===== src/hw/viterbi_pkg.sv =====
`default_nettype none

package viterbi_pkg;

   // Trellis geometry
   localparam int NUM_STATES = 8;
   localparam int STATE_W    = 3;

   // Frame layout
   localparam int MSG_BITS  = 32;
   localparam int TAIL_BITS = 3;
   localparam int NUM_STEPS = MSG_BITS + TAIL_BITS;
   localparam int STEP_W    = 6;

   // Worst case is 2 per step over 35 steps, so 7 bits never wrap
   localparam int METRIC_W = 7;

   // Taps over {input bit, state[2:0]}, input bit in the MSB
   localparam logic [STATE_W:0] GEN0 = 4'o17;
   localparam logic [STATE_W:0] GEN1 = 4'o13;

   // One received symbol pair
   typedef struct packed {
      logic c0;
      logic c1;
   } rx_sym_t;

   // Survivor bit per state, 1 selects the predecessor ending in 1
   typedef logic [NUM_STATES-1:0] decision_t;

   typedef logic [MSG_BITS-1:0] frame_word_t;

   typedef enum logic [2:0] {
      WAIT_SYM,
      ACK_SYM,
      TRACE,
      OUT_REQ,
      OUT_DONE
   } ctrl_state_t;

endpackage

`default_nettype wire

===== src/hw/viterbi_decoder.sv =====
`timescale 1ns/1ps
`default_nettype none

module viterbi_decoder
   import viterbi_pkg::*;
(
   input  logic        clk,
   input  logic        rst,
   input  logic        in_req_i,
   output logic        in_ack_o,
   input  rx_sym_t     in_sym_i,
   output logic        out_req_o,
   input  logic        out_ack_i,
   output frame_word_t out_data_o
);

   logic              frame_clear;
   logic              accept;
   logic              step_inc;
   logic              trace;
   logic              step_last;
   logic              step_zero;
   logic [STEP_W-1:0] step;
   decision_t         acs_decision;
   decision_t         mem_decision;

   frame_ctrl u_frame_ctrl (
      .clk           (clk),
      .rst           (rst),
      .in_req_i      (in_req_i),
      .in_ack_o      (in_ack_o),
      .out_req_o     (out_req_o),
      .out_ack_i     (out_ack_i),
      .step_last_i   (step_last),
      .step_zero_i   (step_zero),
      .frame_clear_o (frame_clear),
      .accept_o      (accept),
      .step_inc_o    (step_inc),
      .trace_o       (trace)
   );

   // Counts up per symbol, back down during traceback
   step_counter u_step_counter (
      .clk     (clk),
      .rst     (rst),
      .clear_i (frame_clear),
      .inc_i   (step_inc),
      .dec_i   (trace),
      .step_o  (step),
      .last_o  (step_last),
      .zero_o  (step_zero)
   );

   acs_array u_acs_array (
      .clk        (clk),
      .rst        (rst),
      .clear_i    (frame_clear),
      .accept_i   (accept),
      .sym_i      (in_sym_i),
      .decision_o (acs_decision)
   );

   survivor_mem u_survivor_mem (
      .clk        (clk),
      .we_i       (accept),
      .addr_i     (step),
      .decision_i (acs_decision),
      .decision_o (mem_decision)
   );

   traceback_unit u_traceback_unit (
      .clk        (clk),
      .rst        (rst),
      .trace_i    (trace),
      .decision_i (mem_decision),
      .word_o     (out_data_o)
   );

endmodule

`default_nettype wire


===== src/hw/traceback_unit.sv =====
`timescale 1ns/1ps
`default_nettype none

module traceback_unit
   import viterbi_pkg::*;
(
   input  logic        clk,
   input  logic        rst,
   input  logic        trace_i,
   input  decision_t   decision_i,
   output frame_word_t word_o
);

   logic [STATE_W-1:0] tb_state;
   frame_word_t        word;

   // Idle state is 0, the tail-terminated end of the trellis
   always_ff @(posedge clk or negedge rst) begin
      if (!rst) begin
         tb_state <= '0;
      end else if (trace_i) begin
         tb_state <= {tb_state[STATE_W-2:0], decision_i[tb_state]};
      end else begin
         tb_state <= '0;
      end
   end

   // Top bit of each state is the input bit of that step,
   // tail bits fall off the top after the full walk
   always_ff @(posedge clk) begin
      if (trace_i) begin
         word <= {word[MSG_BITS-2:0], tb_state[STATE_W-1]};
      end
   end

   assign word_o = word;

   // Path must lead back to the start state of the frame
   assert property (@(posedge clk) disable iff (!rst) $fell(trace_i) |-> (tb_state == '0));

endmodule

`default_nettype wire


===== src/hw/survivor_mem.sv =====
`timescale 1ns/1ps
`default_nettype none

module survivor_mem
   import viterbi_pkg::*;
(
   input  logic              clk,
   input  logic              we_i,
   input  logic [STEP_W-1:0] addr_i,
   input  decision_t         decision_i,
   output decision_t         decision_o
);

   // One decision vector per trellis step of the frame
   decision_t mem [NUM_STEPS];

   always_ff @(posedge clk) begin
      if (we_i) begin
         mem[addr_i] <= decision_i;
      end
   end

   // Read is combinational so traceback moves one step per cycle
   assign decision_o = mem[addr_i];

   // Counter must stay inside the frame when writing
   assert property (@(posedge clk) we_i |-> (addr_i < STEP_W'(NUM_STEPS)));

endmodule

`default_nettype wire


===== src/hw/acs_array.sv =====
`timescale 1ns/1ps
`default_nettype none

module acs_array
   import viterbi_pkg::*;
(
   input  logic      clk,
   input  logic      rst,
   input  logic      clear_i,
   input  logic      accept_i,
   input  rx_sym_t   sym_i,
   output decision_t decision_o
);

   logic [METRIC_W-1:0]   pm       [NUM_STATES];
   logic [METRIC_W-1:0]   pm_next  [NUM_STATES];
   logic [NUM_STATES-1:0] valid;
   logic [NUM_STATES-1:0] valid_next;

   // Hamming distance between the received pair and the pair
   // the encoder emits when entering ns with oldest bit b
   function automatic logic [1:0] branch_dist(logic [STATE_W-1:0] ns, logic b, rx_sym_t sym);
      logic [STATE_W:0] taps;
      rx_sym_t          expect_sym;
      taps          = {ns, b};
      expect_sym.c0 = ^(taps & GEN0);
      expect_sym.c1 = ^(taps & GEN1);
      return {1'b0, expect_sym.c0 ^ sym.c0} + {1'b0, expect_sym.c1 ^ sym.c1};
   endfunction

   for (genvar g = 0; g < NUM_STATES; g++) begin : g_acs
      logic [STATE_W-1:0]  ns;
      logic [STATE_W-1:0]  p0;
      logic [STATE_W-1:0]  p1;
      logic [METRIC_W-1:0] cand0;
      logic [METRIC_W-1:0] cand1;
      logic                take1;

      assign ns = STATE_W'(g);
      // Predecessors drop the top bit and shift in 0 or 1
      assign p0 = {ns[STATE_W-2:0], 1'b0};
      assign p1 = {ns[STATE_W-2:0], 1'b1};

      assign cand0 = pm[p0] + METRIC_W'(branch_dist(ns, 1'b0, sym_i));
      assign cand1 = pm[p1] + METRIC_W'(branch_dist(ns, 1'b1, sym_i));

      // Ties go to p0, an invalid predecessor always loses
      assign take1 = valid[p1] && (!valid[p0] || (cand1 < cand0));

      assign pm_next[g]    = take1 ? cand1 : cand0;
      assign valid_next[g] = valid[p0] | valid[p1];
      assign decision_o[g] = take1;
   end

   always_ff @(posedge clk or negedge rst) begin
      if (!rst) begin
         valid <= NUM_STATES'(1);
         for (int i = 0; i < NUM_STATES; i++) begin
            pm[i] <= '0;
         end
      end else if (clear_i) begin
         valid <= NUM_STATES'(1);
         for (int i = 0; i < NUM_STATES; i++) begin
            pm[i] <= '0;
         end
      end else if (accept_i) begin
         valid <= valid_next;
         for (int i = 0; i < NUM_STATES; i++) begin
            pm[i] <= pm_next[i];
         end
      end
   end

   // Some path always survives
   assert property (@(posedge clk) disable iff (!rst) |valid);

endmodule

`default_nettype wire


===== src/hw/step_counter.sv =====
`timescale 1ns/1ps
`default_nettype none

module step_counter
   import viterbi_pkg::*;
(
   input  logic              clk,
   input  logic              rst,
   input  logic              clear_i,
   input  logic              inc_i,
   input  logic              dec_i,
   output logic [STEP_W-1:0] step_o,
   output logic              last_o,
   output logic              zero_o
);

   logic [STEP_W-1:0] step;

   // Saturates at both ends of the frame
   always_ff @(posedge clk or negedge rst) begin
      if (!rst) begin
         step <= '0;
      end else if (clear_i) begin
         step <= '0;
      end else if (inc_i && !last_o) begin
         step <= step + 1'b1;
      end else if (dec_i && !zero_o) begin
         step <= step - 1'b1;
      end
   end

   assign step_o = step;
   assign last_o = (step == STEP_W'(NUM_STEPS - 1));
   assign zero_o = (step == '0);

endmodule

`default_nettype wire


===== src/hw/frame_ctrl.sv =====
`timescale 1ns/1ps
`default_nettype none

module frame_ctrl
   import viterbi_pkg::*;
(
   input  logic clk,
   input  logic rst,
   input  logic in_req_i,
   output logic in_ack_o,
   output logic out_req_o,
   input  logic out_ack_i,
   input  logic step_last_i,
   input  logic step_zero_i,
   output logic frame_clear_o,
   output logic accept_o,
   output logic step_inc_o,
   output logic trace_o
);

   ctrl_state_t state;
   ctrl_state_t state_next;

   always_ff @(posedge clk or negedge rst) begin
      if (!rst) begin
         state <= WAIT_SYM;
      end else begin
         state <= state_next;
      end
   end

   always_comb begin
      state_next    = state;
      accept_o      = 1'b0;
      step_inc_o    = 1'b0;
      frame_clear_o = 1'b0;
      case (state)
         WAIT_SYM: begin
            // Symbol is taken on the edge that raises ack
            if (in_req_i) begin
               accept_o   = 1'b1;
               state_next = ACK_SYM;
            end
         end
         ACK_SYM: begin
            if (!in_req_i) begin
               if (step_last_i) begin
                  state_next = TRACE;
               end else begin
                  step_inc_o = 1'b1;
                  state_next = WAIT_SYM;
               end
            end
         end
         TRACE: begin
            // Last trace step happens at step 0
            if (step_zero_i) begin
               state_next = OUT_REQ;
            end
         end
         OUT_REQ: begin
            if (out_ack_i) begin
               frame_clear_o = 1'b1;
               state_next    = OUT_DONE;
            end
         end
         OUT_DONE: begin
            if (!out_ack_i) begin
               state_next = WAIT_SYM;
            end
         end
         default: state_next = WAIT_SYM;
      endcase
   end

   assign in_ack_o  = (state == ACK_SYM);
   assign out_req_o = (state == OUT_REQ);
   assign trace_o   = (state == TRACE);

   // Output request drops only after its ack
   assert property (@(posedge clk) disable iff (!rst) $fell(out_req_o) |-> $past(out_ack_i));

   assert property (@(posedge clk) disable iff (!rst) $rose(in_ack_o) |-> $past(in_req_i));

endmodule

`default_nettype wire


===== config.mk =====
export PLATFORM = sky130hd
export DESIGN_NAME = viterbi_decoder
export DESIGN_NICKNAME = d
export VERILOG_FILES = /design/src/hw/viterbi_pkg.sv /design/src/hw/viterbi_decoder.sv /design/src/hw/traceback_unit.sv /design/src/hw/survivor_mem.sv /design/src/hw/acs_array.sv /design/src/hw/step_counter.sv /design/src/hw/frame_ctrl.sv
export SDC_FILE = /design/constraint.sdc
export NUM_CORES = 1
export LEC_CHECK = 0
export BUFFER_PORTS_ARGS = -buffer_cell sky130_fd_sc_hd__buf_2
export CORE_MARGIN = 2
export CORE_UTILIZATION = 23
export CTS_BUF_LIST = sky130_fd_sc_hd__clkbuf_8
export CTS_CLUSTER_SIZE = 8
export DETAILED_ROUTE_END_ITERATION = 10
export HOLD_SLACK_MARGIN = 0.1
export PLACE_DENSITY_LB_ADDON = 0.05
export SLEW_MARGIN = 40
export SYNTH_ARGS = -nofsm -noshare
export SYNTH_HDL_FRONTEND = slang
export SYNTH_SLANG_ARGS = --single-unit

===== constraint.sdc =====
create_clock -name clk -period 3.4 [get_ports clk]
set_clock_uncertainty 0.15 [all_clocks]
set_input_delay 0.68 -clock clk [delete_from_list [all_inputs] [get_ports clk]]
set_output_delay 0.68 -clock clk [all_outputs]
set_load 0.005 [all_outputs]

# Yosys cells after proc, flatten, opt, wreduce, memory -nomap -nowiden

Memories as Yosys holds them, arrays and structs flattened.
Index checks and enable logic that the tools add are counted.

Add/subtract/negate cells: 22
Multipliers: 0
Divide/modulo/power cells: 0
Magnitude comparators: 9
Equal/unequal tests: 10
Shifts and indexed selects: 0
Multiplexer cells: 34
Bitwise gates (word level): 6
Reduce and logical (&&, ||, !) cells: 29

Operator list:

| cell                                                       | number |
|---|---|
| adder 7 x 2 -> 7 bit                                       | 16 |
| two-way mux 56 bit                                         | 2 |
| less-than comparator 7 bit                                 | 8 |
| two-way mux 7 bit                                          | 8 |
| two-way mux 3 bit                                          | 6 |
| two-way mux 6 bit                                          | 3 |
| two-way mux 8 bit                                          | 2 |
| case mux 3 bit (5 select lines)                            | 1 |
| logical AND 1 bit                                          | 10 |
| two-way mux 1 bit                                          | 10 |
| adder 1 x 1 -> 2 bit                                       | 4 |
| logical OR 1 bit                                           | 8 |
| != test 2 bit, second input constant                       | 4 |
| adder 6 x 1 -> 6 bit, second input constant                | 1 |
| == test 3 x 2 -> 1 bit, second input constant              | 2 |
| == test 6 bit, second input constant                       | 1 |
| zero test 1 bit                                            | 6 |
| zero test 6 bit                                            | 1 |
| subtractor 6 x 1 -> 6 bit, second input constant           | 1 |
| AND reduction 5 bit                                        | 1 |
| less-than comparator 3 x 4 -> 1 bit, second input constant | 1 |
| bitwise OR 1 bit                                           | 4 |
| binary-select mux 1 bit (select 3 bit)                     | 1 |
| == test 3 x 1 -> 1 bit, second input constant              | 1 |
| 7 further kinds                                            | 8 |

Register bits: 108
Latch bits: 0
Memory bits (writable): 280
Memory bits (read-only): 0
Bits of input ports: 6
Output and inout port bits: 34
Logic and storage cells: 124
Memories: 1

Memories:

| memory             | depth | width | read ports | clocked after Yosys merged registers in | wr ports | line               | text |
|---|---|---|---|---|---|---|---|
| u_survivor_mem.mem | 35    | 8     | 1          | 0                                       | 1        | survivor_mem.sv:15 | `decision_t mem [NUM_STEPS];` |

# Longest topological paths before layout

Gate-level depths: netlist of the first run.

Word-level depth: 9
Gate-level depth with buffers: 17
Mapped depth without buffers: 16

# Modules after synthesis

From an unflattened synthesis of the first run, not the netlist that was laid out.

Cell total of the unflattened synthesis: 1537
Area total of the unflattened synthesis: 19233.4 sq um

Modules (own cells, without submodules):

| module         | times used | cells each | area each (sq um) | sequential area each (sq um) |
|---|---|---|---|---|
| survivor_mem   | 1          | 660        | 11076.9           | 8408.1 |
| acs_array      | 1          | 757        | 6321.1            | 1502.7 |
| traceback_unit | 1          | 44         | 1119.8            | 1036.0 |
| step_counter   | 1          | 57         | 533.0             | 150.1 |
| frame_ctrl     | 1          | 19         | 182.7             | 75.1 |

# Least setup slack after synthesis of the first run

OpenSTA, ideal clock, no wires.

Kind: input -> register
Start: input in_sym_i[0] (netlist name)
End: register u_acs_array.pm[13] (netlist name)
Library setup time: 0.121 ns
Arrival time: 4.063 ns
Data required time: 3.129 ns
Slack: -0.934 ns
Stages on the path: 17
Path buffers: 1
Path through: inv_1 -> ha_1 -> inv_1 -> ha_1 -> ha_1 -> a21oi_1 -> nor2_1 -> xnor2_1 -> inv_1 -> ha_1 -> a211oi_1 -> nand2_1 -> a31oi_1 -> a22o_1 -> clkbuf_1 -> mux2i_1 -> a22o_1

Longest elaborated chain between the ends: 9
Elaborated cells on any way between the ends: 11
Classes of those cells: 4 x add/sub; 1 x order compare; 3 x mux; 1 x bitwise; 2 x reduce/logical

Ends and longest elaborated chain:

| element                        | line                  | text |
|---|---|---|
| start: declaration             | viterbi_decoder.sv:11 | `input rx_sym_t in_sym_i,` |
| NOT 1 bit (no line)            | -                     |  |
| adder 1 x 1 -> 2 bit           | acs_array.sv:28       | `return {1'b0, expect_sym.c0 ^ sym.c0} + {1'b0, expect_sym.c1 ^ sym.c1};` |
| adder 7 x 2 -> 7 bit           | acs_array.sv:44       | `assign cand0 = pm[p0] + METRIC_W'(branch_dist(ns, 1'b0, sym_i));` |
| less-than comparator 7 bit *   | acs_array.sv:48       | `assign take1 = valid[p1] && (!valid[p0] \|\| (cand1 < cand0));` |
| logical OR 1 bit *             | acs_array.sv:48       |  |
| logical AND 1 bit *            | acs_array.sv:48       |  |
| via u_acs_array.g_acs[6].take1 | acs_array.sv:37       | `logic take1;` |
| two-way mux 7 bit *            | acs_array.sv:50       | `assign pm_next[g] = take1 ? cand1 : cand0;` |
| two-way mux 56 bit *           | acs_array.sv:66       | `end else if (accept_i) begin` |
| two-way mux 56 bit *           | acs_array.sv:61       | `end else if (clear_i) begin` |
| end signal: indexed assignment | acs_array.sv:69       | `pm[i] <= pm_next[i];` |
| end: declaration               | acs_array.sv:15       | `logic [METRIC_W-1:0] pm [NUM_STATES];` |

Mark *: on every way through the listed nets, which the timed path passes. The rest lies on a longest branch. The select of a mux whose other input is x is not followed.
A chain may end at the register's enable or synchronous reset.

# Final worst setup path of the first run

Start: input in_sym_i[1] (netlist name)
End: register u_acs_array.pm[7] (netlist name)

Longest elaborated chain between the ends: 9
Elaborated cells on any way between the ends: 11
Classes of those cells: 4 x add/sub; 1 x order compare; 3 x mux; 1 x bitwise; 2 x reduce/logical

Ends and longest elaborated chain:

| element                    | line            | text |
|---|---|---|
| NOT 1 bit (no line)        | -               |  |
| adder 1 x 1 -> 2 bit       | acs_array.sv:28 |  |
| adder 7 x 2 -> 7 bit       | acs_array.sv:45 | `assign cand1 = pm[p1] + METRIC_W'(branch_dist(ns, 1'b1, sym_i));` |
| less-than comparator 7 bit | acs_array.sv:48 |  |
| logical OR 1 bit           | acs_array.sv:48 |  |
| logical AND 1 bit          | acs_array.sv:48 |  |
| two-way mux 7 bit *        | acs_array.sv:50 |  |
| two-way mux 56 bit *       | acs_array.sv:66 |  |
| two-way mux 56 bit *       | acs_array.sv:61 |  |

Mark *: on every way between the ends. The rest lies on a longest branch, timed or not. The select of a mux whose other input is x is not followed.

==> results by stage, run 1 <==
Critical path:
- The startpoint identified for the worst register-to-register timing path is u_acs_array.pm[29].
- The worst-path maximum fanout is 4.
- The setup path with the least slack is of type in2reg.
- The worst setup path is captured at a flip-flop.
- For the worst flop-to-flop path, the logic depth is 13.
- The data required time of the worst path is 3.76 ns.
- The worst path arrival time is 3.61 ns.
- In this run the register-to-register setup slack is 0.30 ns.
- STA classifies the critical path startpoint as an input pin.
- The endpoint of the lowest-slack register-to-register path is u_acs_array.pm[14].

Routing:
- Dividing the detail-routed via count by the number of cells gives 4.45.
- The number of remaining DRC errors is 0.
- The first-pass iteration count of the detailed router is 4.
- Dividing the detail-routed wire length by the instance count gives 22.0 um.
- Wires add up to 62,400 um.
- The number of violations reported at the end of detailed-routing iteration 0 is 739.
- The final route contains 12,600 vias.
- The detail route stage leaves a number of antenna-violating nets equal to 0.

Min path:
- The worst hold path startpoint is u_traceback_unit.word_o[1].
- The end of the worst hold path is u_traceback_unit.word_o[2].
- The tightest min-delay check is of the reg2reg type.
- The number of instances on the worst hold path is 0.

Synthesis:
- In this run, synthesis produced a sequential element count of 384.
- The xor/xnor share of the synthesized area is 0.0479.
- Summing every instance area after synthesis gives 18,500 um2.
- The total nets after synthesis is 1,535.
- The gate count of the mapped netlist is 1,443.
- Yosys mapped a number of flops with a built-in enable equal to 312.
- The portion of synthesized area spent on multiplexers is 0.0595.
- The share of the synthesized area in compound gates (AO/OA/AOI/OAI) is 0.119.
- Yosys mapped the design onto 61 distinct sky130hd cell types.
- The main combinational cell family by area after synthesis is compound AO/OA/AOI/OAI gates.
- Of all flip-flops after synthesis, the portion carrying an async set or reset was 0.188.
- The area share of fa/ha/maj cells after synthesis is 0.0587.
- The dominant synthesized flop cell is sky130_fd_sc_hd__edfxtp_1.
- For this run, the number of Yosys warnings is 0.
- A synthesized cell averages 12.8 um2.
- Of the total synthesized cell area, the portion taken by AND, OR, NAND and NOR gates is 0.0747.
- The register area share after synthesis is 0.605.

Place:
- The instance area at placement is 22,000 um2.
- Once detailed placement completed, the half-perimeter wirelength came to 43,300 um.
- During placement, the flow inserted port buffers numbering 39.
- The routability-driven placement congestion ratio is 0.784.
- The worst-case setup slack after placement is -0.596 ns.

Clock tree:
- CTS saw 384 sinks.
- The total number of H-tree levels is 3.
- The tree is rooted in a sky130_fd_sc_hd__clkbuf_8.
- The number of buffers on the longest clock path is 3.
- The clock reaches the later pin of the worst-skew pair after 0.66 ns.
- Clock-pin slew was measured on the worst setup and hold paths at 0.06 ns.
- The TritonCTS buffer count is 77.
- The TritonCTS clock tree is done.

Global routing:
- The first global-routing pass estimated 91,600 um of wire.
- The aggregate global routing overflow is 0.
- In the global route stage, overall resource usage came out at 0.152.
- The number of antenna violations at the first check in global routing is 1.
- The largest net degree at the start of global routing is 57.
- The number of global-route vias before repair is 13,300.

Timing:
- Based on the critical path, the design can be clocked at up to 307 MHz.
- Dividing the final minimum period by the clock period gives 0.957.
- For the finished layout, the period the worst path requires is 3.25 ns.
- Setup repair after global routing could not meet its margin everywhere.
- The actual transition at the worst max-transition pin is 0.664 ns.
- The final number of max-transition violations is 0.
- The final worst-path setup slack is 0.145 ns.
- Setup violations remaining at the end of the flow were counted as 0.
- The worst hold slack across all endpoints is 0.288 ns.
- The max-slew headroom at the worst pin is 0.557.
- The sum of negative setup slack is 0 ns.
- The final number of hold-violating endpoints is 0.

Run:
- The max-capacitance violation count is 0.

Cells and area:
- For this run, the post-layout net count is 1,821.
- Leaving out fill and tap cells, the most frequent cells in the layout are sky130_fd_sc_hd__edfxtp_1 (312), sky130_fd_sc_hd__buf_4 (231), sky130_fd_sc_hd__nand2_1 (113).
- In the final layout, the share of cells above drive strength 1 is 0.258.
- The most common cell after layout, fill and taps aside is sky130_fd_sc_hd__edfxtp_1.
- The area added between synthesis and finish is 27.2%.
- The final instance area is 23,500 um2.

Floorplanning:
- The starting density of the core is 0.233.
- Row generation in the floorplan step produced 103 rows.
- The number of I/O pins is 40.
- The die span in x is 287 um.
- The die is 287 um tall.
- The area enclosed by the die boundary is 82,500 um2.
- The area of the core is 79,300 um2.

Power and ir drop:
- For this design the ratio of total power to cell area is 1100 nW/um2.
- For this design the static power due to leakage is 9.03 nW.
- The maximum resistive drop on vdd is 0.778 mV.

Outcome:
- The run finished with clean final reports.
==> power breakdown <==
part	leakage [nW]	switching [mW]	internal, mW
Combinational	4.50	7.52	5.47
Clock	0.800	2.16	2.32
Sequential	3.73	0.614	7.64
==> timing repair <==
item | 4_1_cts | 5_1_grt
hold buffers | 2 | 0
setup buffers | 0 | 1
hold endpoints to repair | 54 | 0
setup endpoints to repair | 0 | 65
gates resized for setup | 0 | 8
==> logic make-up after synthesis <==
family                     count (synthesis)
AOI/OAI and AO/OA                        313
xor gates and xnor gates                 101
adders and majority gates                 86
buffers and inverters                    152
DFF                                      384
muxes                                    101
and+or+nand+nor                          306
==> cell usage after synthesis (29+ instances only) <==
library cell	n	share of area
sky130_fd_sc_hd__dfrtp_1	71	0.096
sky130_fd_sc_hd__a21oi_1	59	0.016
sky130_fd_sc_hd__xnor2_1	69	0.033
sky130_fd_sc_hd__ha_1	85	0.058
sky130_fd_sc_hd__nor2_1	107	0.022
sky130_fd_sc_hd__inv_1	62	0.013
sky130_fd_sc_hd__a22oi_1	65	0.026
sky130_fd_sc_hd__mux2i_1	86	0.047
sky130_fd_sc_hd__buf_2	29	0.0079
sky130_fd_sc_hd__xor2_1	32	0.015
sky130_fd_sc_hd__nand2_1	113	0.023
sky130_fd_sc_hd__o21ai_0	48	0.013
sky130_fd_sc_hd__a22o_1	56	0.027
sky130_fd_sc_hd__edfxtp_1	312	0.51
sky130_fd_sc_hd__clkbuf_1	51	0.010
==> worst max-delay path, cell delays in order <==
cell and delay [ns]:
sky130_fd_sc_hd__buf_2 0.13, sky130_fd_sc_hd__clkinvlp_4 0.14, sky130_fd_sc_hd__ha_4 0.34, sky130_fd_sc_hd__inv_6 0.07, sky130_fd_sc_hd__ha_4 0.17, sky130_fd_sc_hd__a22o_1 0.23, sky130_fd_sc_hd__nand2_1 0.11, sky130_fd_sc_hd__nor2_1 0.06
sky130_fd_sc_hd__xnor2_1 0.34, sky130_fd_sc_hd__ha_4 0.28, sky130_fd_sc_hd__a211oi_2 0.17, sky130_fd_sc_hd__nand2_1 0.07, sky130_fd_sc_hd__a31oi_1 0.15, sky130_fd_sc_hd__a22o_2 0.20, sky130_fd_sc_hd__buf_4 0.16, sky130_fd_sc_hd__mux2i_1 0.23
sky130_fd_sc_hd__o21ai_1 0.08
==> through the flow <==
| step | std cells | utilization | power (mW) |
|---|---|---|---|
| final | 2832 | 0.296 | 25.7 |
| after global routing | 2832 | 0.296 | 27.4 |
| after detailed placement | 2697 | 0.278 | 21.7 |
| after global placement | 2697 | 0.278 | 21.6 |
| after floorplan | 1443 | - | 15.1 |
| after CTS | 2830 | 0.296 | 26.3 |
==> cell type report <==
type	instances	area, um2
sequential	384	11200
multi-input combinational	907	6900
antenna	1	2.50
tap	1050	1310
fill	8104	55800
clock buffer	79	1090
clock inverter	52	312
timing repair buffer	296	2440
inverter	63	249
==> state kept, by name, indices dropped and copies added (netlist names) <==
name,count
u_traceback_unit.word_o,32
u_survivor_mem.mem,280
u_step_counter.step_o,6
u_acs_array.valid,4
u_traceback_unit.tb_state,3
u_frame_ctrl.state,3
u_acs_array.pm,56
==> how the worst max path moves through the flow <==
stage,start,cells after the start,endpoint
after floorplan,in_sym_i[1],16,u_acs_array.pm[12]
after global placement,in_sym_i[1],16,u_acs_array.pm[36]
after detailed placement,in_sym_i[1],16,u_acs_array.pm[51]
after CTS,in_sym_i[1],15,u_survivor_mem.mem[27][0]
after global routing,in_sym_i[1],19,u_acs_array.pm[37]
final,in_sym_i[1],17,u_acs_array.pm[7]
==> routing by layer <==
metal,GRT usage,share of wire,vias to the layer above,wire [um]
met5,0,0,-,0
met4,0.0443,0.025,0,1540
met3,0.0256,0.030,91,1880
met2,0.255,0.48,205,30000
met1,0.200,0.46,6336,28900
li1,-,-,5983,-
Power figures use the tool's default switching activity.
==> run 2: changes to the inputs <==
CORE_UTILIZATION = 59   (was 23)
==> results by stage, run 2 (synthesis results as in run 1) <==
Place:
- The worst-case setup slack after placement came to -0.607 ns (-0.0108 ns).
- The number of instances in the placed design is 2,008 (-26%).
- The final HPWL from detailed placement came to 34,000 um (-21%).
- The total of buffers placed on input and output ports is 39 (unchanged).
- The routability-driven placement congestion ratio was 0.944 (+20%).
- The instance area at placement is 20,800 um2 (-5.7%).

Cells and area:
- The final-stage net count is 1,778 (-2.4%).
- The share of cells above drive strength 1 is 0.247 (-0.0110).
- The share of the core filled with cells in the final layout was 0.724 (+0.428).
- The final instance area is 22,200 um2 (-5.4%).
- The count of fill cells added during filler insertion came to 2,163 (-73%).
- The library cell used most frequently in the layout, excluding fill and tap cells, is sky130_fd_sc_hd__edfxtp_1.
- Compared with the post-synthesis result, the final layout area differs by 20.3%.
- The top cell types in the final layout, fill and taps aside, are sky130_fd_sc_hd__edfxtp_1 (312), sky130_fd_sc_hd__buf_4 (206), sky130_fd_sc_hd__nand2_1 (112).
- More flip-flops sit in one register than any other, and that register is u_survivor_mem.mem.
- The number of flip-flops in the largest register is 280 (unchanged).
- The final cell count without fillers came to 2,131 (-25%).
- The antenna cell count is 0 (-1).

Clock tree:
- The number of sinks handled by clock tree synthesis is 384 (unchanged).
- The total number of H-tree levels came to 3 (unchanged).
- The clock insertion delay at the later pin of the skew report is 0.61 ns (-0.05 ns).
- The number of buffers on the longest clock path is 3 (unchanged).
- The clock input transition at the sequential cells of the worst setup and hold paths was 0.06 ns (about the same).
- In this run the clock root is driven by a sky130_fd_sc_hd__clkbuf_8.
- The TritonCTS buffer count is 67 (-13%).
- The TritonCTS clock tree is done.

Timing:
- Setup repair after global routing could not meet its margin everywhere.
- The highest attainable clock frequency was 298 MHz (-2.9%).
- The actual transition at the worst max-transition pin is 0.833 ns (+0.169 ns).
- The final worst-path setup slack was 0.0488 ns (-0.0964 ns).
- The time the worst path needs with I/O delays and setup is 3.35 ns (+0.0964 ns).
- The sum of negative setup slack is 0 ns (unchanged).
- The worst hold slack across all endpoints is 0.214 ns (-0.0745 ns).
- The max-slew headroom at the worst pin is 0.444 (-0.113).
- The share of the clock period used by the worst path after layout is 0.986 (+0.0283).
- The final number of max-transition violations is 0 (unchanged).
- The final number of setup-violating endpoints was 0 (unchanged).
- The final number of hold-violating endpoints is 0 (unchanged).

Floorplanning:
- The die span in y is 181 um (-37%).
- The number of I/O pins is 40 (unchanged).
- The area enclosed by the die boundary is 32,700 um2 (-60%).
- The row count is 64 (-38%).
- The area of the core came to 30,700 um2 (-61%).
- The starting density of the core is 0.602 (+0.369).
- The die span in x is 181 um (-37%).

Routing:
- The number of remaining DRC errors was 0 (unchanged).
- The detailed-route wire length came to 49,100 um (-21%).
- The met3 routed wirelength is 4720 um (+150%).
- The number of violations reported at the end of detailed-routing iteration 0 is 1,438 (+95%).
- The first-pass iteration count of the detailed router is 8 (+4).
- The total met2 wirelength after detailed routing was 21,900 um (-27%).
- The via total after detailed routing was 13,000 (+2.8%).
- The routed length per instance came to 23.0 um (+4.5%).
- The met1 routed wirelength after detailed routing is 21,200 um (-27%).
- The number of nets still failing antenna checks after routing was 0 (unchanged).
- The highest metal layer used by the detailed router is met4.
- The per-cell via count in the routed design was 6.08 (+37%).

Critical path:
- Traced cell by cell, the critical path runs through buf_8 > clkinvlp_4 > ha_4 > inv_6 > buf_6 > ha_4 > a22o_1 > nand2_1 > nor2_1 > xnor2_1 > inv_1 > ha_4 > a211oi_4 > nand2_1 > a31oi_1 > a22o_1 > buf_6 > mux2i_2 > a22o_1.
- The worst-path maximum fanout was 5 (+1).
- The setup path with the least slack is of type in2reg.
- The slowest stage of the critical path is the sky130_fd_sc_hd__ha_4 cell.
- The number of buffers and inverters on the critical path was 6 (+2).
- The worst setup path is captured at a flip-flop.
- The worst stage delay on the critical path is 0.36 ns (+0.02 ns).
- The data required time of the worst path was 3.79 ns (+0.03 ns).
- STA classifies the critical path startpoint as an input pin.
- The kind of cell with the highest combined delay along the critical path is compound AO/OA/AOI/OAI gates.
- The worst path arrival time came to 3.74 ns (+0.13 ns).

Power and ir drop:
- The power per unit of standard cell area is 1080 nW/um2 (-1.1%).
- The static power due to leakage is 8.73 nW (-3.3%).
- The overall power is 24.1 mW (-6.5%).
- The maximum resistive drop on vdd was 1.76 mV (+130%).

Global routing:
- The number of global-route vias before repair is 12,700 (-4.2%).
- The largest net degree at the start of global routing is 73 (+28%).
- The number of antenna violations at the first check in global routing is 0 (-1).
- The total track usage came to 0.303 (+0.151).
- The wire length of the first global-routing pass is 75,000 um (-18%).
- The aggregate global routing overflow is 0 (unchanged).

Outcome:
- The flow ran to the end, and the final reports show no timing, DRC or antenna violations.

Run:
- The max-capacitance violation count is 0 (unchanged).

Min path:
- The class of the tightest hold or removal check is in2reg.
run 2: layout make-up:
type	count	area, um2	area share
tap	396	495	0.0223
clock inverter	47	290	0.0131
sequential	384	11200	0.503
clock buffer	71	977	0.0440
inverter	63	249	0.0112
multi-input combinational	907	6930	0.312
timing repair buffer	263	2090	0.0940
run 2: what timing repair did:
action | CTS | global route
endpoints found under the setup margin | 0 | 281
buffers inserted | 0 | 4
gates resized for setup | 0 | 32
hold buffers | 1 | 0
hold endpoints to repair | 71 | 0
run 2: worst reg2reg max path, cell delays in order, from the launching register on:
cell                       delay (ns)
sky130_fd_sc_hd__dfrtp_1         0.60
sky130_fd_sc_hd__xor2_1          0.27
sky130_fd_sc_hd__a22o_1          0.18
sky130_fd_sc_hd__nand2_1         0.07
sky130_fd_sc_hd__nor2_1          0.14
sky130_fd_sc_hd__xnor2_1         0.16
sky130_fd_sc_hd__inv_1           0.11
sky130_fd_sc_hd__ha_4            0.27
sky130_fd_sc_hd__a211oi_4        0.24
sky130_fd_sc_hd__nand2_1         0.08
sky130_fd_sc_hd__a31oi_1         0.18
sky130_fd_sc_hd__a22o_1          0.23
sky130_fd_sc_hd__buf_6           0.16
sky130_fd_sc_hd__mux2i_2         0.21
sky130_fd_sc_hd__a22o_1          0.14
run 2: path summary, 6_finish.rpt:
| kind | start | slack, ns | depth (start not counted) | end |
|---|---|---|---|---|
| hold reg to reg | u_traceback_unit.word_o[24] | 0.29 | 0 | u_traceback_unit.word_o[25] |
| max in group asynchronous | rst | 2.04 | 2 | u_step_counter.step_o[0] |
| hold / removal | out_ack_i | 0.21 | 2 | u_frame_ctrl.state[2] |
| setup reg to reg | u_acs_array.pm[1] | 0.16 | 14 | u_acs_array.pm[34] |
| min in group asynchronous | rst | 0.55 | 2 | u_frame_ctrl.state[2] |
| setup / recovery | in_sym_i[1] | 0.05 | 19 | u_acs_array.pm[34] |
run 2: power breakdown:
part           leakage (nW)  switching, mW  internal [mW]
clock network         0.709           1.87           2.16
logic                  4.29           6.84           4.92
registers              3.73          0.608           7.64
total                  8.73           9.33           14.7
run 2: routing by layer:
layer | track usage | up-vias
li1 | - | 5885
met1 | 0.439 | 6374
met2 | 0.454 | 616
met3 | 0.0768 | 91
met4 | 0.0948 | 0
met5 | 0 | -
==> run 3: changes to the inputs <==
ABC_AREA = 1   (was not set)
==> results by stage, run 3 <==
Outcome:
- The run finished with clean final reports.

Floorplanning:
- The die span in y is 184 um (+1.8%).
- The die span in x came to 184 um (+1.8%).
- The starting density of the core is 0.603 (+0.00157).
- The area of the core is 31,700 um2 (+3.4%).
- The area enclosed by the die boundary was 33,900 um2 (+3.6%).
- The number of I/O pins is 40 (unchanged).
- The row count is 65 (+1.6%).

Power and ir drop:
- The register share of total power came to 0.319 (-0.024).
- The switching share of power came to 0.419 (+0.0311).
- The part of the power in the clock network came to 0.161 (-0.007).
- The power per unit of standard cell area came to 1030 nW/um2 (-5.0%).
- The static power due to leakage is 10.1 nW (+15%).
- The internal power consumption is 13.7 mW (-7.0%).
- The maximum resistive drop on vdd came to 1.31 mV (-26%).
- The switching power of the nets came to 9.87 mW (+5.8%).
- The logic gate share of total power came to 0.520 (+0.031).
- The overall power is 23.6 mW (-2.1%).

Run:
- The max-capacitance violation count is 0 (unchanged).

Min path:
- The number of instances on the worst hold path is 3 (+1).
- The class of the tightest hold or removal check is in2reg.

Critical path:
- The worst path arrival time is 3.60 ns (-0.14 ns).
- The cell depth of the worst flop-to-flop path came to 18 (+4).
- The category of the worst setup path launch point is an input pin.
- The critical path in this run is classified as in2reg.
- The data required time of the worst path came to 3.61 ns (-0.18 ns).
- The worst-path maximum fanout is 6 (+1).
- STA classifies the critical path endpoint as a flip-flop.

Timing:
- The share of the clock period used by the worst path after layout was 0.998 (+0.0120).
- The actual transition at the worst max-transition pin is 0.959 ns (+0.125 ns).
- The highest attainable clock frequency is 295 MHz (-1.2%).
- Setup repair after global routing could not meet its margin everywhere.
- The max-slew headroom at the worst pin was 0.361 (-0.0834).
- The final number of setup-violating endpoints is 0 (unchanged).
- The time the worst path needs with I/O delays and setup is 3.39 ns (+0.0407 ns).
- The final number of hold-violating endpoints is 0 (unchanged).
- The final number of max-transition violations is 0 (unchanged).

Clock tree:
- TritonCTS built the clock tree.
- The TritonCTS buffer count is 61 (-9.0%).
- The clock input transition at the sequential cells of the worst setup and hold paths was 0.06 ns (about the same).
- The number of sinks handled by clock tree synthesis came to 384 (unchanged).
- The number of buffers on the longest clock path is 3 (unchanged).
- The clock insertion delay at the later pin of the skew report was 0.64 ns (+0.03 ns).
- The root buffer cell chosen for the clock tree is sky130_fd_sc_hd__clkbuf_8.
- The total number of H-tree levels was 2 (-1).

Global routing:
- The wire length of the first global-routing pass is 74,700 um (-0.48%).
- The global routing usage on met3 is 0.0475 (-0.0293).
- The aggregate global routing overflow came to 0 (unchanged).
- The number of global-route vias before repair was 14,000 (+10%).
- The total track usage is 0.287 (-0.0166).
- The largest net degree at the start of global routing is 127 (+74%).
- The met2 track utilization from global routing came to 0.444 (-0.00946).
- The number of antenna violations at the first check in global routing is 1 (+1).
- The layer flagged by global routing as most heavily used is met2.
- The met1 capacity usage during global routing is 0.419 (-0.0203).

Synthesis:
- The gate count of the mapped netlist came to 1,991 (+38%).
- The share of the synthesized area in the top cell type is 0.490 (-0.0181).
- The share of async-settable or async-resettable flops after synthesis is 0.188 (unchanged).
- The dominant synthesized flop cell is sky130_fd_sc_hd__edfxtp_1.
- The register area share after synthesis was 0.584 (-0.0215).
- The total nets after synthesis was 2,083 (+36%).
- The most instantiated library cell after synthesis is sky130_fd_sc_hd__nand2_1.
- After synthesis, the most frequently instantiated cells are sky130_fd_sc_hd__nand2_1 (635), sky130_fd_sc_hd__edfxtp_1 (312), sky130_fd_sc_hd__inv_1 (189).
- The mean cell area of the mapped netlist is 9.61 um2 (-25%).
- The number of enable-type register cells in the synthesized netlist is 312 (unchanged).
- The cell type with the highest aggregate area in the netlist is sky130_fd_sc_hd__edfxtp_1.
- The count of state elements after synthesis is 384 (unchanged).
- The mapped cell area is 19,100 um2 (+3.7%).
- The post-synthesis cell type count is 32 (-48%).
- The count of synthesis-stage warnings from yosys is 0 (unchanged).
- Yosys attributes the largest share of cell area to sky130_fd_sc_hd__edfxtp_1 (49%), sky130_fd_sc_hd__nand2_1 (12%), sky130_fd_sc_hd__dfrtp_1 (9.3%).

Cells and area:
- Ranked by flip-flop count, first place goes to u_survivor_mem.mem.
- The share of cells above drive strength 1 was 0.176 (-0.0712).
- The most common cell after layout, fill and taps aside is sky130_fd_sc_hd__nand2_1.
- The antenna cell count is 0 (unchanged).
- The final-stage net count came to 2,282 (+28%).
- The top cell types in the final layout, fill and taps aside, are sky130_fd_sc_hd__nand2_1 (610), sky130_fd_sc_hd__edfxtp_1 (312), sky130_fd_sc_hd__inv_1 (204).
- The number of flip-flops in the largest register came to 280 (unchanged).
- The area of the multi-input gates was 7400 um2 (+6.9%).
- The final cell count without fillers is 2,641 (+24%).
- The total area of sequential cells is 11,200 um2 (unchanged).
- Compared with the post-synthesis result, the final layout area differs by 19.6%.
- The count of fill cells added during filler insertion is 2,326 (+7.5%).

Place:
- The number of instances in the placed design is 2,501 (+25%).
- The routability-driven placement congestion ratio is 0.869 (-8.0%).
- The total of buffers placed on input and output ports was 39 (unchanged).
- The final HPWL from detailed placement is 30,900 um (-9.3%).

Routing:
- The routed length per instance is 18.6 um (-19%).
- The number of remaining DRC errors was 0 (unchanged).
- The via total after detailed routing is 14,500 (+12%).
- The per-cell via count in the routed design came to 5.51 (-9.5%).
- The first-pass iteration count of the detailed router is 6 (-2).
- The number of nets still failing antenna checks after routing is 0 (unchanged).
- The number of violations reported at the end of detailed-routing iteration 0 is 1,473 (+2.4%).
- The detailed-route wire length is 49,200 um (+0.26%).
## run 3: changes by cell type after synthesis, sizes merged, moves of 27 or more
| cell | before | now |
|---|---|---|
| a21oi | 59 | 97 |
| o21ai | 48 | 154 |
| inv | 62 | 193 |
| a22o | 56 | 0 |
| mux2i | 86 | 0 |
| xor2 | 32 | 93 |
| nand3 | 23 | 61 |
| nand2 | 113 | 636 |
| a22oi | 65 | 1 |
| nor2 | 107 | 134 |
| xnor2 | 69 | 8 |
## run 3: what timing repair did
item	4_1_cts	5_1_grt
hold buffers	1	0
setup endpoints to repair	0	272
hold endpoints to repair	41	0
buffers inserted	0	13
gates resized for setup	0	101
## run 3: routing by layer
layer  up-vias  routed length, um
met5         -                  0
met4         0               1140
met3        86               4080
met2       599              22200
met1      6879              21800
li1       6982                  -
## run 3: worst max-delay path: stages
cell                         delay, ns
sky130_fd_sc_hd__buf_4            0.11
sky130_fd_sc_hd__clkinvlp_4       0.11
sky130_fd_sc_hd__ha_4             0.30
sky130_fd_sc_hd__clkinvlp_4       0.16
sky130_fd_sc_hd__buf_6            0.16
sky130_fd_sc_hd__ha_4             0.16
sky130_fd_sc_hd__ha_1             0.20
sky130_fd_sc_hd__inv_2            0.07
sky130_fd_sc_hd__nand2_4          0.09
sky130_fd_sc_hd__xor2_4           0.18
sky130_fd_sc_hd__ha_4             0.28
sky130_fd_sc_hd__nand3_1          0.08
sky130_fd_sc_hd__nand2_1          0.07
sky130_fd_sc_hd__nand4_1          0.07
sky130_fd_sc_hd__o211ai_1         0.10
sky130_fd_sc_hd__nand2_1          0.12
sky130_fd_sc_hd__nand2_4          0.11
sky130_fd_sc_hd__clkinvlp_4       0.17
sky130_fd_sc_hd__buf_12           0.18
sky130_fd_sc_hd__clkbuf_16        0.16
## run 3: power groups by stage
stage / sequential [mW] / combinational (mW) / clock, mW
after floorplan: 7.33 / 6.33 / 0
after global placement: 7.54 / 10.2 / 0
after detailed placement: 7.55 / 10.4 / 0
after CTS: 7.46 / 10.5 / 3.86
after global routing: 7.58 / 13.5 / 4.06
final: 7.53 / 12.2 / 3.79
## run 3: stage by stage
stage	hold WS (ns)	instance area, um2	setup slack [ns]	util	TNS, ns
floorplan	0.234	19200	-0.0181	-	-0.637
global placement	0.282	20800	-0.539	0.656	-127.56
detailed placement	0.281	20800	-0.605	0.656	-139.77
CTS	0.218	22000	0.0753	0.693	0
global route	0.239	22900	-0.0961	0.722	-5.87
finish	0.267	22900	0.00805	0.722	0
## run 3: path summary, 6_finish.rpt
kind | startpoint | to | slack [ns]
setup / recovery | in_sym_i[0] | u_survivor_mem.mem[19][6] | 0.008
hold / removal | out_ack_i | u_frame_ctrl.state[2] | 0.27
setup reg to reg | u_acs_array.pm[29] | u_acs_array.pm[42] | 0.29
hold reg to reg | u_traceback_unit.word_o[12] | u_traceback_unit.word_o[13] | 0.30
max in group asynchronous | rst | u_acs_array.valid[0] | 1.87
min in group asynchronous | rst | u_acs_array.pm[6] | 0.46
## run 3: cell families after synthesis
group	synth area share
AOI/OAI and AO/OA	0.0795
xor gates and xnor gates	0.0462
adders and majority gates	0.0566
and+or+nand+nor	0.180
buffers and inverters	0.0539
DFF	0.584
## run 3: final cells by class
class,count,share of cell area
clock inverter,42,0.00957
sequential,384,0.488
clock buffer,70,0.0421
inverter,194,0.0335
tap,402,0.0220
timing repair buffer,205,0.0811
multi-input combinational,1344,0.323
